### src/hdl/rv_pkg.sv
`default_nettype none

package rv_pkg;

    localparam int XLEN = 32;

    localparam logic [6:0] OP_R      = 7'b0110011;
    localparam logic [6:0] OP_IMM    = 7'b0010011;
    localparam logic [6:0] OP_LOAD   = 7'b0000011;
    localparam logic [6:0] OP_STORE  = 7'b0100011;
    localparam logic [6:0] OP_BRANCH = 7'b1100011;
    localparam logic [6:0] OP_JAL    = 7'b1101111;
    localparam logic [6:0] OP_JALR   = 7'b1100111;
    localparam logic [6:0] OP_LUI    = 7'b0110111;
    localparam logic [6:0] OP_AUIPC  = 7'b0010111;

    //////////////////////////////////////////////////////////////////////
    // Instruction formats, all views of the same 32-bit word
    //////////////////////////////////////////////////////////////////////

    typedef struct packed {
        logic [6:0] funct7;
        logic [4:0] rs2;
        logic [4:0] rs1;
        logic [2:0] funct3;
        logic [4:0] rd;
        logic [6:0] opcode;
    } r_fmt_t;

    typedef struct packed {
        logic [11:0] imm_11_0;
        logic [4:0]  rs1;
        logic [2:0]  funct3;
        logic [4:0]  rd;
        logic [6:0]  opcode;
    } i_fmt_t;

    typedef struct packed {
        logic [6:0] imm_11_5;
        logic [4:0] rs2;
        logic [4:0] rs1;
        logic [2:0] funct3;
        logic [4:0] imm_4_0;
        logic [6:0] opcode;
    } s_fmt_t;

    typedef struct packed {
        logic       imm_12;
        logic [5:0] imm_10_5;
        logic [4:0] rs2;
        logic [4:0] rs1;
        logic [2:0] funct3;
        logic [3:0] imm_4_1;
        logic       imm_11;
        logic [6:0] opcode;
    } b_fmt_t;

    typedef struct packed {
        logic [19:0] imm_31_12;
        logic [4:0]  rd;
        logic [6:0]  opcode;
    } u_fmt_t;

    typedef struct packed {
        logic       imm_20;
        logic [9:0] imm_10_1;
        logic       imm_11;
        logic [7:0] imm_19_12;
        logic [4:0] rd;
        logic [6:0] opcode;
    } j_fmt_t;

    typedef union packed {
        r_fmt_t r_fmt;
        i_fmt_t i_fmt;
        s_fmt_t s_fmt;
        b_fmt_t b_fmt;
        u_fmt_t u_fmt;
        j_fmt_t j_fmt;
    } instr_u;

    //////////////////////////////////////////////////////////////////////
    // Control encodings
    //////////////////////////////////////////////////////////////////////

    typedef enum logic [3:0] {
        ALU_ADD, ALU_SUB, ALU_AND, ALU_OR, ALU_XOR,
        ALU_SLL, ALU_SRL, ALU_SRA, ALU_SLT, ALU_SLTU
    } alu_op_e;

    typedef enum logic [1:0] {
        SRC_A_RS1  = 2'd0,
        SRC_A_PC   = 2'd1,
        SRC_A_ZERO = 2'd2
    } src_a_e;

    typedef enum logic [1:0] {
        RES_ALU = 2'd0,
        RES_MEM = 2'd1,
        RES_PC4 = 2'd2
    } result_src_e;

    typedef enum logic [2:0] {  // Same code as funct3 of a branch
        BR_EQ  = 3'd0,
        BR_NE  = 3'd1,
        BR_LT  = 3'd4,
        BR_GE  = 3'd5,
        BR_LTU = 3'd6,
        BR_GEU = 3'd7
    } branch_e;

endpackage

`default_nettype wire

### src/hdl/de_bus_if.sv
`timescale 1ns/100ps
`default_nettype none

interface de_bus_if;
    import rv_pkg::*;

    logic            reg_write;
    logic            mem_write;
    result_src_e     result_src;
    alu_op_e         alu_op;
    src_a_e          src_a;
    logic            src_b_imm;   // Operand B is the immediate rather than rs2
    logic            branch;
    logic            jump;
    logic            jump_reg;    // JALR takes its target from the ALU
    branch_e         branch_type;
    logic [XLEN-1:0] pc;
    logic [XLEN-1:0] pc4;
    logic [XLEN-1:0] imm;
    logic [XLEN-1:0] rs1_data;
    logic [XLEN-1:0] rs2_data;
    logic [4:0]      rd;
    logic [4:0]      ra;
    logic [4:0]      rb;

    modport src (
        output reg_write, mem_write, result_src, alu_op, src_a, src_b_imm,
               branch, jump, jump_reg, branch_type, pc, pc4, imm,
               rs1_data, rs2_data, rd, ra, rb
    );

    modport dst (
        input  reg_write, mem_write, result_src, alu_op, src_a, src_b_imm,
               branch, jump, jump_reg, branch_type, pc, pc4, imm,
               rs1_data, rs2_data, rd, ra, rb
    );

endinterface

`default_nettype wire

### src/hdl/alu_unit.sv
`timescale 1ns/100ps
`default_nettype none

module alu_unit (
    de_bus_if.dst                   e,
    output logic [rv_pkg::XLEN-1:0] alu_result
);
    import rv_pkg::*;

    logic [XLEN-1:0] op_a;
    logic [XLEN-1:0] op_b;
    logic [4:0]      shamt;

    always_comb begin
        case (e.src_a)
            SRC_A_PC:   op_a = e.pc;
            SRC_A_ZERO: op_a = '0;      // LUI
            default:    op_a = e.rs1_data;
        endcase
    end

    assign op_b  = e.src_b_imm ? e.imm : e.rs2_data;
    assign shamt = op_b[4:0];

    always_comb begin
        case (e.alu_op)
            ALU_SUB:  alu_result = op_a - op_b;
            ALU_AND:  alu_result = op_a & op_b;
            ALU_OR:   alu_result = op_a | op_b;
            ALU_XOR:  alu_result = op_a ^ op_b;
            ALU_SLL:  alu_result = op_a << shamt;
            ALU_SRL:  alu_result = op_a >> shamt;
            ALU_SRA:  alu_result = $unsigned($signed(op_a) >>> shamt);
            ALU_SLT:  alu_result = {{(XLEN-1){1'b0}}, $signed(op_a) < $signed(op_b)};
            ALU_SLTU: alu_result = {{(XLEN-1){1'b0}}, op_a < op_b};
            default:  alu_result = op_a + op_b;  // Also the address adder for loads and stores
        endcase
    end

endmodule

`default_nettype wire

### src/hdl/branch_unit.sv
`timescale 1ns/100ps
`default_nettype none

module branch_unit (
    de_bus_if.dst e,
    output logic  cond_true
);
    import rv_pkg::*;

    logic equal;
    logic less_s;
    logic less_u;

    assign equal  = e.rs1_data == e.rs2_data;
    assign less_s = $signed(e.rs1_data) < $signed(e.rs2_data);
    assign less_u = e.rs1_data < e.rs2_data;

    always_comb begin
        case (e.branch_type)
            BR_EQ:   cond_true = equal;
            BR_NE:   cond_true = !equal;
            BR_LT:   cond_true = less_s;
            BR_GE:   cond_true = !less_s;
            BR_LTU:  cond_true = less_u;
            BR_GEU:  cond_true = !less_u;
            default: cond_true = 1'b0;
        endcase
    end

    // The decoder keeps funct3 2 and 3 out of the branch path
    always_comb begin
        if (e.branch) begin
            assert (e.branch_type[2:1] != 2'b01) else $error("reserved branch condition");
        end
    end

endmodule

`default_nettype wire

### src/hdl/d_e_reg.sv
`timescale 1ns/100ps
`default_nettype none

module d_e_reg (
    input  logic  clk,
    input  logic  rst,
    input  logic  stall,
    input  logic  flush,
    de_bus_if.dst d,
    de_bus_if.src e
);
    import rv_pkg::*;

    always_ff @(posedge clk) begin
        if (rst) begin
            e.reg_write   <= 1'b0;
            e.mem_write   <= 1'b0;
            e.result_src  <= RES_ALU;
            e.alu_op      <= ALU_ADD;
            e.src_a       <= SRC_A_RS1;
            e.src_b_imm   <= 1'b0;
            e.branch      <= 1'b0;
            e.jump        <= 1'b0;
            e.jump_reg    <= 1'b0;
            e.branch_type <= BR_EQ;
            e.pc          <= '0;
            e.pc4         <= '0;
            e.imm         <= '0;
            e.rs1_data    <= '0;
            e.rs2_data    <= '0;
            e.rd          <= '0;
            e.ra          <= '0;
            e.rb          <= '0;
        end else if (flush || !stall) begin  // Flush wins over stall
            e.reg_write   <= d.reg_write && !flush;
            e.mem_write   <= d.mem_write && !flush;
            e.branch      <= d.branch && !flush;
            e.jump        <= d.jump && !flush;
            e.jump_reg    <= d.jump_reg && !flush;
            e.result_src  <= d.result_src;
            e.alu_op      <= d.alu_op;
            e.src_a       <= d.src_a;
            e.src_b_imm   <= d.src_b_imm;
            e.branch_type <= d.branch_type;
            e.pc          <= d.pc;
            e.pc4         <= d.pc4;
            e.imm         <= d.imm;
            e.rs1_data    <= d.rs1_data;
            e.rs2_data    <= d.rs2_data;
            e.rd          <= d.rd;
            e.ra          <= d.ra;
            e.rb          <= d.rb;
        end
    end

    // The execute stage cannot resolve a jump and a branch in the same slot
    jump_branch_exclusive: assert property (
        @(posedge clk) disable iff (rst) !(d.jump && d.branch)
    ) else $error("decode bundle raised jump and branch together");

endmodule

`default_nettype wire

### src/hdl/exec_combine.sv
`timescale 1ns/100ps
`default_nettype none

module exec_combine (
    de_bus_if.dst                   e,
    input  logic [rv_pkg::XLEN-1:0] alu_result,
    input  logic                    cond_true,
    output logic [rv_pkg::XLEN-1:0] result,
    output logic [rv_pkg::XLEN-1:0] pc_target,
    output logic                    redirect
);
    import rv_pkg::*;

    // JALR target comes from rs1 plus imm with the low bit dropped
    assign pc_target = e.jump_reg ? {alu_result[XLEN-1:1], 1'b0} : e.pc + e.imm;

    assign redirect = e.jump || (e.branch && cond_true);

    // Load data is merged after this stage, so RES_MEM still shows the address
    assign result = (e.result_src == RES_PC4) ? e.pc4 : alu_result;

endmodule

`default_nettype wire

### src/hdl/instr_decoder.sv
`timescale 1ns/100ps
`default_nettype none

module instr_decoder (
    input  logic [rv_pkg::XLEN-1:0] instr,
    input  logic [rv_pkg::XLEN-1:0] pc,
    input  logic [rv_pkg::XLEN-1:0] rs1_data,
    input  logic [rv_pkg::XLEN-1:0] rs2_data,
    de_bus_if.src                   d
);
    import rv_pkg::*;

    instr_u          iw;
    logic [XLEN-1:0] imm_i;
    logic [XLEN-1:0] imm_s;
    logic [XLEN-1:0] imm_b;
    logic [XLEN-1:0] imm_u;
    logic [XLEN-1:0] imm_j;
    logic            funct7_alt;
    alu_op_e         arith_op;

    assign iw         = instr;
    assign funct7_alt = iw.r_fmt.funct7[5];

    assign imm_i = {{20{iw.i_fmt.imm_11_0[11]}}, iw.i_fmt.imm_11_0};
    assign imm_s = {{20{iw.s_fmt.imm_11_5[6]}}, iw.s_fmt.imm_11_5, iw.s_fmt.imm_4_0};
    assign imm_b = {{19{iw.b_fmt.imm_12}}, iw.b_fmt.imm_12, iw.b_fmt.imm_11,
                    iw.b_fmt.imm_10_5, iw.b_fmt.imm_4_1, 1'b0};
    assign imm_u = {iw.u_fmt.imm_31_12, 12'b0};
    assign imm_j = {{11{iw.j_fmt.imm_20}}, iw.j_fmt.imm_20, iw.j_fmt.imm_19_12,
                    iw.j_fmt.imm_11, iw.j_fmt.imm_10_1, 1'b0};

    assign d.pc       = pc;
    assign d.pc4      = pc + XLEN'(4);
    assign d.rs1_data = rs1_data;
    assign d.rs2_data = rs2_data;
    assign d.rd       = iw.r_fmt.rd;
    assign d.ra       = iw.r_fmt.rs1;
    assign d.rb       = iw.r_fmt.rs2;  // Hazard unit ignores these for formats without them

    // SUB exists only with register operands, SRA in both forms
    always_comb begin
        case (iw.r_fmt.funct3)
            3'b000:  arith_op = (iw.r_fmt.opcode == OP_R && funct7_alt) ? ALU_SUB : ALU_ADD;
            3'b001:  arith_op = ALU_SLL;
            3'b010:  arith_op = ALU_SLT;
            3'b011:  arith_op = ALU_SLTU;
            3'b100:  arith_op = ALU_XOR;
            3'b101:  arith_op = funct7_alt ? ALU_SRA : ALU_SRL;
            3'b110:  arith_op = ALU_OR;
            default: arith_op = ALU_AND;
        endcase
    end

    always_comb begin
        d.reg_write   = 1'b0;  // Anything not matched below is a bubble
        d.mem_write   = 1'b0;
        d.result_src  = RES_ALU;
        d.alu_op      = ALU_ADD;
        d.src_a       = SRC_A_RS1;
        d.src_b_imm   = 1'b0;
        d.branch      = 1'b0;
        d.jump        = 1'b0;
        d.jump_reg    = 1'b0;
        d.branch_type = BR_EQ;
        d.imm         = '0;
        case (iw.r_fmt.opcode)
            OP_R: begin
                d.reg_write = 1'b1;
                d.alu_op    = arith_op;
            end
            OP_IMM: begin
                d.reg_write = 1'b1;
                d.alu_op    = arith_op;
                d.src_b_imm = 1'b1;
                d.imm       = imm_i;
            end
            OP_LOAD: begin
                d.reg_write  = 1'b1;
                d.result_src = RES_MEM;
                d.src_b_imm  = 1'b1;
                d.imm        = imm_i;
            end
            OP_STORE: begin
                d.mem_write = 1'b1;
                d.src_b_imm = 1'b1;
                d.imm       = imm_s;
            end
            OP_BRANCH: begin
                if (iw.b_fmt.funct3[2:1] != 2'b01) begin  // funct3 2 and 3 are not branches
                    d.branch      = 1'b1;
                    d.branch_type = branch_e'(iw.b_fmt.funct3);
                    d.imm         = imm_b;
                end
            end
            OP_JAL: begin
                d.reg_write  = 1'b1;
                d.jump       = 1'b1;
                d.result_src = RES_PC4;
                d.imm        = imm_j;
            end
            OP_JALR: begin
                d.reg_write  = 1'b1;
                d.jump       = 1'b1;
                d.jump_reg   = 1'b1;
                d.result_src = RES_PC4;
                d.src_b_imm  = 1'b1;
                d.imm        = imm_i;
            end
            OP_LUI: begin
                d.reg_write = 1'b1;
                d.src_a     = SRC_A_ZERO;
                d.src_b_imm = 1'b1;
                d.imm       = imm_u;
            end
            OP_AUIPC: begin
                d.reg_write = 1'b1;
                d.src_a     = SRC_A_PC;
                d.src_b_imm = 1'b1;
                d.imm       = imm_u;
            end
            default: ;
        endcase
    end

endmodule

`default_nettype wire

### src/hdl/rv_decode_execute.sv
`timescale 1ns/100ps
`default_nettype none

module rv_decode_execute (
    input  logic                     clk,
    input  logic                     rst,
    input  logic                     stall,
    input  logic                     flush,
    input  logic [rv_pkg::XLEN-1:0]  instr,
    input  logic [rv_pkg::XLEN-1:0]  pc,
    input  logic [rv_pkg::XLEN-1:0]  rs1_data,
    input  logic [rv_pkg::XLEN-1:0]  rs2_data,
    output logic [rv_pkg::XLEN-1:0]  result,
    output logic [rv_pkg::XLEN-1:0]  alu_result,
    output logic [rv_pkg::XLEN-1:0]  pc_target,
    output logic [rv_pkg::XLEN-1:0]  store_data,
    output logic                     redirect,
    output logic                     reg_write_e,
    output logic                     mem_write_e,
    output rv_pkg::result_src_e      result_src_e,
    output logic [4:0]               rd_e,
    output logic [4:0]               ra_e,
    output logic [4:0]               rb_e
);

    de_bus_if d_bus ();  // Decode side of the stage register
    de_bus_if e_bus ();  // Execute side

    logic cond_true;

    instr_decoder instr_decoder_i (
        .instr    (instr),
        .pc       (pc),
        .rs1_data (rs1_data),
        .rs2_data (rs2_data),
        .d        (d_bus.src)
    );

    d_e_reg d_e_reg_i (
        .clk   (clk),
        .rst   (rst),
        .stall (stall),
        .flush (flush),
        .d     (d_bus.dst),
        .e     (e_bus.src)
    );

    alu_unit alu_unit_i (
        .e          (e_bus.dst),
        .alu_result (alu_result)
    );

    branch_unit branch_unit_i (
        .e         (e_bus.dst),
        .cond_true (cond_true)
    );

    exec_combine exec_combine_i (
        .e          (e_bus.dst),
        .alu_result (alu_result),
        .cond_true  (cond_true),
        .result     (result),
        .pc_target  (pc_target),
        .redirect   (redirect)
    );

    assign store_data   = e_bus.rs2_data;
    assign reg_write_e  = e_bus.reg_write;
    assign mem_write_e  = e_bus.mem_write;
    assign result_src_e = e_bus.result_src;
    assign rd_e         = e_bus.rd;
    assign ra_e         = e_bus.ra;
    assign rb_e         = e_bus.rb;

endmodule

`default_nettype wire

### config.mk
export PLATFORM = sky130hd
export DESIGN_NAME = rv_decode_execute
export DESIGN_NICKNAME = d
export VERILOG_FILES = /design/src/hdl/rv_pkg.sv /design/src/hdl/de_bus_if.sv /design/src/hdl/alu_unit.sv /design/src/hdl/branch_unit.sv /design/src/hdl/d_e_reg.sv /design/src/hdl/exec_combine.sv /design/src/hdl/instr_decoder.sv /design/src/hdl/rv_decode_execute.sv
export SDC_FILE = /design/constraint.sdc
export NUM_CORES = 1
export LEC_CHECK = 0
export BUFFER_PORTS_ARGS = -buffer_cell sky130_fd_sc_hd__buf_4
export CAP_MARGIN = 5
export CORE_ASPECT_RATIO = 0.5
export CORE_MARGIN = 5
export CORE_UTILIZATION = 38
export DETAILED_ROUTE_END_ITERATION = 12
export GPL_ROUTABILITY_DRIVEN = 0
export PLACE_DENSITY_LB_ADDON = 0.15
export SKIP_LAST_GASP = 1
export SLEW_MARGIN = 15
export SYNTH_ARGS = -nofsm -noshare
export SYNTH_HDL_FRONTEND = slang
export SYNTH_SLANG_ARGS = --single-unit
### constraint.sdc
create_clock -name clk -period 4.8 [get_ports clk]
set_clock_uncertainty 0.05 [all_clocks]
set_input_delay 0.24 -clock clk [delete_from_list [all_inputs] [get_ports clk]]
set_output_delay 0.24 -clock clk [all_outputs]
set_load 0.01 [all_outputs]
## After elaboration in Yosys (flattened, before gate mapping)

Index checks and enable logic that the tools add are counted.

| operators by class | value |
|---|---|
| shift-type cells | 3 |
| $lt $le $gt $ge | 4 |
| bitwise gates (word level) | 3 |
| reduce and logical (&&, ||, !) cells | 22 |
| $add $sub $neg | 4 |
| muxes and demuxes | 23 |
| equal/unequal tests | 34 |

Operator list:

| kind | number |
|---|---|
| $pmux 32 s9 | 1 |
| $pmux 32 s5 | 1 |
| $lt 32x32->1 | 4 |
| $mux 32 | 4 |
| $add 32x32->32 | 2 |
| $pmux 32 s2 | 1 |
| $add 32x3->32 const B | 1 |
| $and 32x32->32 | 1 |
| $eq 32x32->1 | 1 |
| $or 32x32->32 | 1 |
| $shl 32x5->32 | 1 |
| $shr 32x5->32 | 1 |
| $sshr 32x5->32 | 1 |
| $sub 32x32->32 | 1 |
| $xor 32x32->32 | 1 |
| $pmux 4 s7 | 1 |
| $eq 3x3->1 const B | 7 |
| $eq 7x6->1 const B | 3 |
| $eq 7x7->1 const B | 3 |
| $eq 4x3->1 const B | 4 |
| $eq 7x5->1 const B | 2 |
| $mux 1 | 9 |
| $eq 4x2->1 const B | 2 |
| $eq 4x4->1 const B | 2 |
| other kinds (19) | 38 |

| storage, ports and cells | value |
|---|---|
| output and inout port bits | 148 |
| bits of input ports | 132 |
| register bits | 192 |

## Logic depth before layout (Yosys ltp)

| depth | value |
|---|---|
| word-level depth | 5 |
| mapped depth | 19 |

## Hierarchy

From an unflattened synthesis, not the netlist that was laid out.

| unflattened totals | value |
|---|---|
| cell total of the unflattened synthesis | 3,121 |
| area, all modules | 24,108.1 sq um |

By module, submodules not included:

| module | cells an instance | area an instance (sq um) | instances |
|---|---|---|---|
| alu_unit | 1,435 | 9,720.6 | 1 |
| d_e_reg | 869 | 8,575.7 | 1 |
| exec_combine | 398 | 2,832.7 | 1 |
| instr_decoder | 300 | 2,073.2 | 1 |
| branch_unit | 119 | 905.9 | 1 |

## Worst setup path after synthesis

No wires, ideal clock.

| timing path | value |
|---|---|
| kind | flip-flop to output port |
| start | register d_e_reg_i.e.src_b_imm |
| end | output port result[21] (netlist bit) |
| arrival time | 4.703 ns |
| stages on the path, launching flop included | 18 |
| path slack | -0.193 ns |
| buffers on the path | 6 |
| cells stage by stage | dfxtp_1 -> buf_6 -> mux2_2 -> buf_2 -> buf_1 -> clkbuf_1 -> buf_1 -> ha_1 -> clkbuf_1 -> nor3_1 -> o311ai_0 -> a2111oi_0 -> nor2_1 -> a2bb2oi_1 -> o22a_1 -> a21oi_1 -> or4_4 -> mux2_2 |

| between the ends | value |
|---|---|
| cells in the longest elaborated chain, start to end | 4 |

Ends and longest elaborated chain:

| what | RTL line | RTL |
|---|---|---|
| start, declared | de_bus_if.sv:27 | `output reg_write, mem_write, result_src, alu_op, src_a, src_b_imm,` |
| $mux 32 * | alu_unit.sv:22 | `assign op_b = e.src_b_imm ? e.imm : e.rs2_data;` |
| $add 32x32->32 (tied with other cells) | alu_unit.sv:36 | `default: alu_result = op_a + op_b;` |
| $pmux 32 s9 * | alu_unit.sv:26 | `case (e.alu_op)` |
| named net alu_result, one bit | rv_decode_execute.sv:14 | `output logic [rv_pkg::XLEN-1:0] alu_result,` |
| $mux 32 * | exec_combine.sv:20 | `assign result = (e.result_src == RES_PC4) ? e.pc4 : alu_result;` |
| end, declared | rv_decode_execute.sv:13 | `output logic [rv_pkg::XLEN-1:0] result,` |

Mark *: on every way through the listed nets, which the timed path passes. The rest lies on a longest branch.

## Worst setup path after layout

| timing path | value |
|---|---|
| start | register d_e_reg_i.e.src_a[1] |
| end | output port result[27] (netlist bit) |

| between the ends | value |
|---|---|
| cells in the longest elaborated chain, start to end | 5 |

Ends and longest elaborated chain:

| what | RTL line | RTL |
|---|---|---|
| start, declared | de_bus_if.sv:27 |  |
| $eq 2x2->1 or $eq 2x1->1 (tied branches) | alu_unit.sv:15 | `case (e.src_a)` |
| $pmux 32 s2 * | alu_unit.sv:15 |  |
| $add 32x32->32 (tied with other cells) | alu_unit.sv:36 |  |
| $pmux 32 s9 * | alu_unit.sv:26 |  |
| $mux 32 * | exec_combine.sv:20 |  |

Every way passes the cells marked *; elsewhere a longest branch is shown, timed or not.

==> flow_summary_export.csv <==
group,metric,value,unit
power,seqPwrFrac,28.9,%
setup_path,path_cells,"inv_2 > ha_4 > buf_12 > nand2_1 > o21ai_4 > buf_4 > ha_1 > o311ai_2 > buf_4 > a2111oi_4 > buf_4 > buf_4 > o41ai_4 > nand3b_1 > a21oi_2 > o221a_2 > o221ai_2 > buf_4 > mux2_4 > buf_6",
detailed_routing,drc,0,
timing,tns,-0.7529,ns
clock_network,clkSlewWorstSetupHoldPaths,0.09,ns
setup_path,cp_slowest_cell,"o41ai_4",
global_routing,antenna_found_initial,4,
synth,seq_area_frac_synth,18.07,%
power,combPwrFrac,46.3,%
outcome,status,"finished with violations",
setup_path,start_kind,"flip-flop",
setup_path,crit_path_max_incr_delay,0.36,ns
detailed_routing,drt_iter0_markers,4265,
synth,ys.flop_type,"dfxtp_1",
timing,min_period,4.888,ns
setup_path,crit_buf_inv,8,
timing,finalMaxSlewViolations,0,
clock_network,cts_max_path_buffers,2,
timing,relSlewSlack,22.87,%
synth,netlist_instances,2938,
clock_network,clk-insertion-delay-late,0.44,ns
hold_path,hold_path.class,"input pin to flip-flop",
outcome,violations,"setup timing",
timing,finalSetupViolations,16,
detailed_routing,viasPerCell,6.321,
setup_path,path_max_fanout,5,
synth,syn-num-nets,3235,
setup_path,cp_data_required_time,4.51,ns
final_layout,final_layout_size_suffix_gt1_share,27.76,%
setup_path,crit_path_frequent_cell,"buf_4",
power,intPower,0.003549,W
hold_path,min_from,"rs1_data[3]",
global_routing,grt_max_degree,99,
floorplanning,dieArea,0.06049,mm^2
clock_network,cts_max_level,4,
timing,grt_setup_unrepaired,"true",
final_layout,final_common_cell,"buf_4",
power,p_switching,0.002526,W
floorplanning,initial_utilization,38.15,%
floorplanning,die_w,342.9,um
floorplanning,die_h,176.4,um
setup_path,end_kind,"output pin",
synth,ys_ff_latch,190,
power,peakVddDrop,0.2572,mV
power,p_sw_share,41.58,%
synth,synth_edf_count,0,
clock_network,clock_sinks,190,
timing,hold_violations,0,
final_layout,fin_area,0.02834,mm^2
floorplanning,core.rowCount,61,
final_layout,seq_area,0.003807,mm^2
timing,period_share,101.8,%
final_layout,final_nets,3692,
synth,synth-async-reset-ratio,0,%
detailed_routing,vias,26353,
setup_path,cp.arrival,4.60,ns
clock_network,cts_buffers,17,
clock_network,tritoncts,"yes",
timing,worstMarginPinSlew,1.151,ns
place,dp_hpwl,88420,um
final_layout,multi_input_area,0.01713,mm^2
global_routing,grt_pass1_wl,158700,um
global_routing,grt_pass1_vias,23594,
floorplanning,core_region_area,0.05518,mm^2
synth,synthesis.area,0.02105,mm^2
power,power_density,214.3,mW/mm^2
final_layout,areaGrowthSynthToFinish,34.64,%
synth,synth_cell_types,86,
clock_network,cts-root-buf,"clkbuf_16",
final_layout,mostFrequentLayoutCells,"538 x buf_4, 473 x nand2_1, 286 x a21oi_1, 267 x nor2_1, 187 x dfxtp_1",
setup_path,reg2reg_from,"d_e_reg_i.e.alu_op[0]",
synth,ys_warn_count,0,
synth,synth_area_per_cell,7.166,um^2
timing,max_freq,204.6,MHz
floorplanning,ios,280,
global_routing,grt_overflow,0,
setup_path,cp_top_family,"compound AO/OA/AOI/OAI gates",
detailed_routing,wl,112300,um
flow_run,cap_violations,0,
setup_path,crit_start,"d_e_reg_i.e.src_a[1]",
place,place_area,0.02547,mm^2
detailed_routing,wl_per_cell,26.93,um
detailed_routing,ant_nets,0,
global_routing,track_usage,34.86,%
power,power.leakage,12.00,nW
place,io_buffers,279,
power,p_clk_share,24.7,%
timing,fin_ws,-0.08829,ns
setup_path,worstSetupPathType,"flip-flop to output pin",
final_layout,fillers,5399,
detailed_routing,first_pass_iters,10,
==> metrics by stage <==
stage / util (%) / hold slack [ns] / std cells / power (W) / setup WS, ns
floorplan: - / 0.2693 / 2938 / 0.002990 / -0.06482
global placement: 46.16 / 0.3895 / 4038 / 0.004164 / -0.2096
detailed placement: 46.16 / 0.3964 / 4038 / 0.004171 / -0.1350
CTS: 49.26 / 0.0001739 / 4140 / 0.005759 / -0.05223
global route: 51.34 / 0.0003324 / 4164 / 0.006256 / -0.2190
finish: 51.37 / 0.01106 / 4169 / 0.006075 / -0.08829
==> final timing paths <==
kind | depth (start not counted) | slack [ns] | end
setup / recovery | 20 | -0.09 | result[27]
hold / removal | 3 | 0.01 | d_e_reg_i.e.rs1_data[3]
setup reg to reg | 2 | 3.45 | d_e_reg_i.e.alu_op[0]
hold reg to reg | 2 | 0.41 | d_e_reg_i.e.rb[0]
==> layout make-up <==
class	count	share of cell area (%)
inverters	150	2.022
clock inverters	15	0.6710
diodes	5	0.04414
clock buffers	17	1.501
flip-flops and latches	190	13.43
multi-input cells	2394	60.43
repair buffers	642	18.56
well taps	756	3.337
==> metal layers <==
| metal | GRT usage, % | share of wire (%) |
|---|---|---|
| met1 | 49.44 | 42 |
| met5 | 0 | 0.091 |
| met2 | 49.04 | 40 |
| met4 | 10.29 | 3.7 |
| met3 | 12.96 | 15 |
==> what timing repair did <==
item                       in CTS  in global routing
setup endpoints to repair      66                 70
pin swaps                      22                 70
hold endpoints to repair       63                  0
hold buffers                   59                  0
gates resized for setup        84                221
buffers inserted               10                 28
cloned                          2                  1
==> worst register-to-register path, cell delays in order, from the launching register on <==
cell and delay, ns:
dfxtp_1 0.96, a211oi_1 0.16, nor2_1 0.12
==> power by group through the flow <==
stage          sequential (W)  clock, W  combinational, W
6_report              0.00176   0.00150           0.00281
5_1_grt               0.00176   0.00157           0.00292
4_1_cts               0.00175   0.00151           0.00250
3_5_place_dp          0.00179         0           0.00238
3_3_place_gp          0.00179         0           0.00238
2_1_floorplan         0.00175         0           0.00124
==> logic make-up (layout without fill, tap and decap cells) <==
group           count (synthesis)  in the layout  synth area share (%)
mux                           179            179                 12.34
buf+inv                       354            824                 6.573
compound gates                929            929                 28.41
simple gates                 1072           1072                 22.65
flops                         190            190                 18.07
fa+ha+maj                     165            165                 9.913
other cells                     0              5                     0
xor+xnor                       49             49                 2.039
==> cell usage after synthesis (26+ instances only) <==
library cell | number | area, um^2
a211oi_1 | 63 | 473.0
xnor2_1 | 26 | 227.7
o211ai_1 | 45 | 337.8
o21ai_0 | 170 | 850.8
a21oi_1 | 305 | 1526
and2_1 | 37 | 231.5
mux4_2 | 58 | 1306
nor3_1 | 52 | 260.3
inv_1 | 147 | 551.8
mux2_2 | 58 | 653.1
nand2_1 | 481 | 1805
or3_1 | 26 | 162.7
mux2i_1 | 61 | 610.6
nand3_1 | 60 | 300.3
a221oi_1 | 28 | 245.2
ha_1 | 162 | 2027
a31oi_1 | 39 | 244.0
nand2b_1 | 27 | 168.9
clkbuf_1 | 158 | 593.1
a21o_1 | 49 | 367.9
dfxtp_1 | 190 | 3804
nor2_1 | 272 | 1021
(Power assumes the default switching activity.)
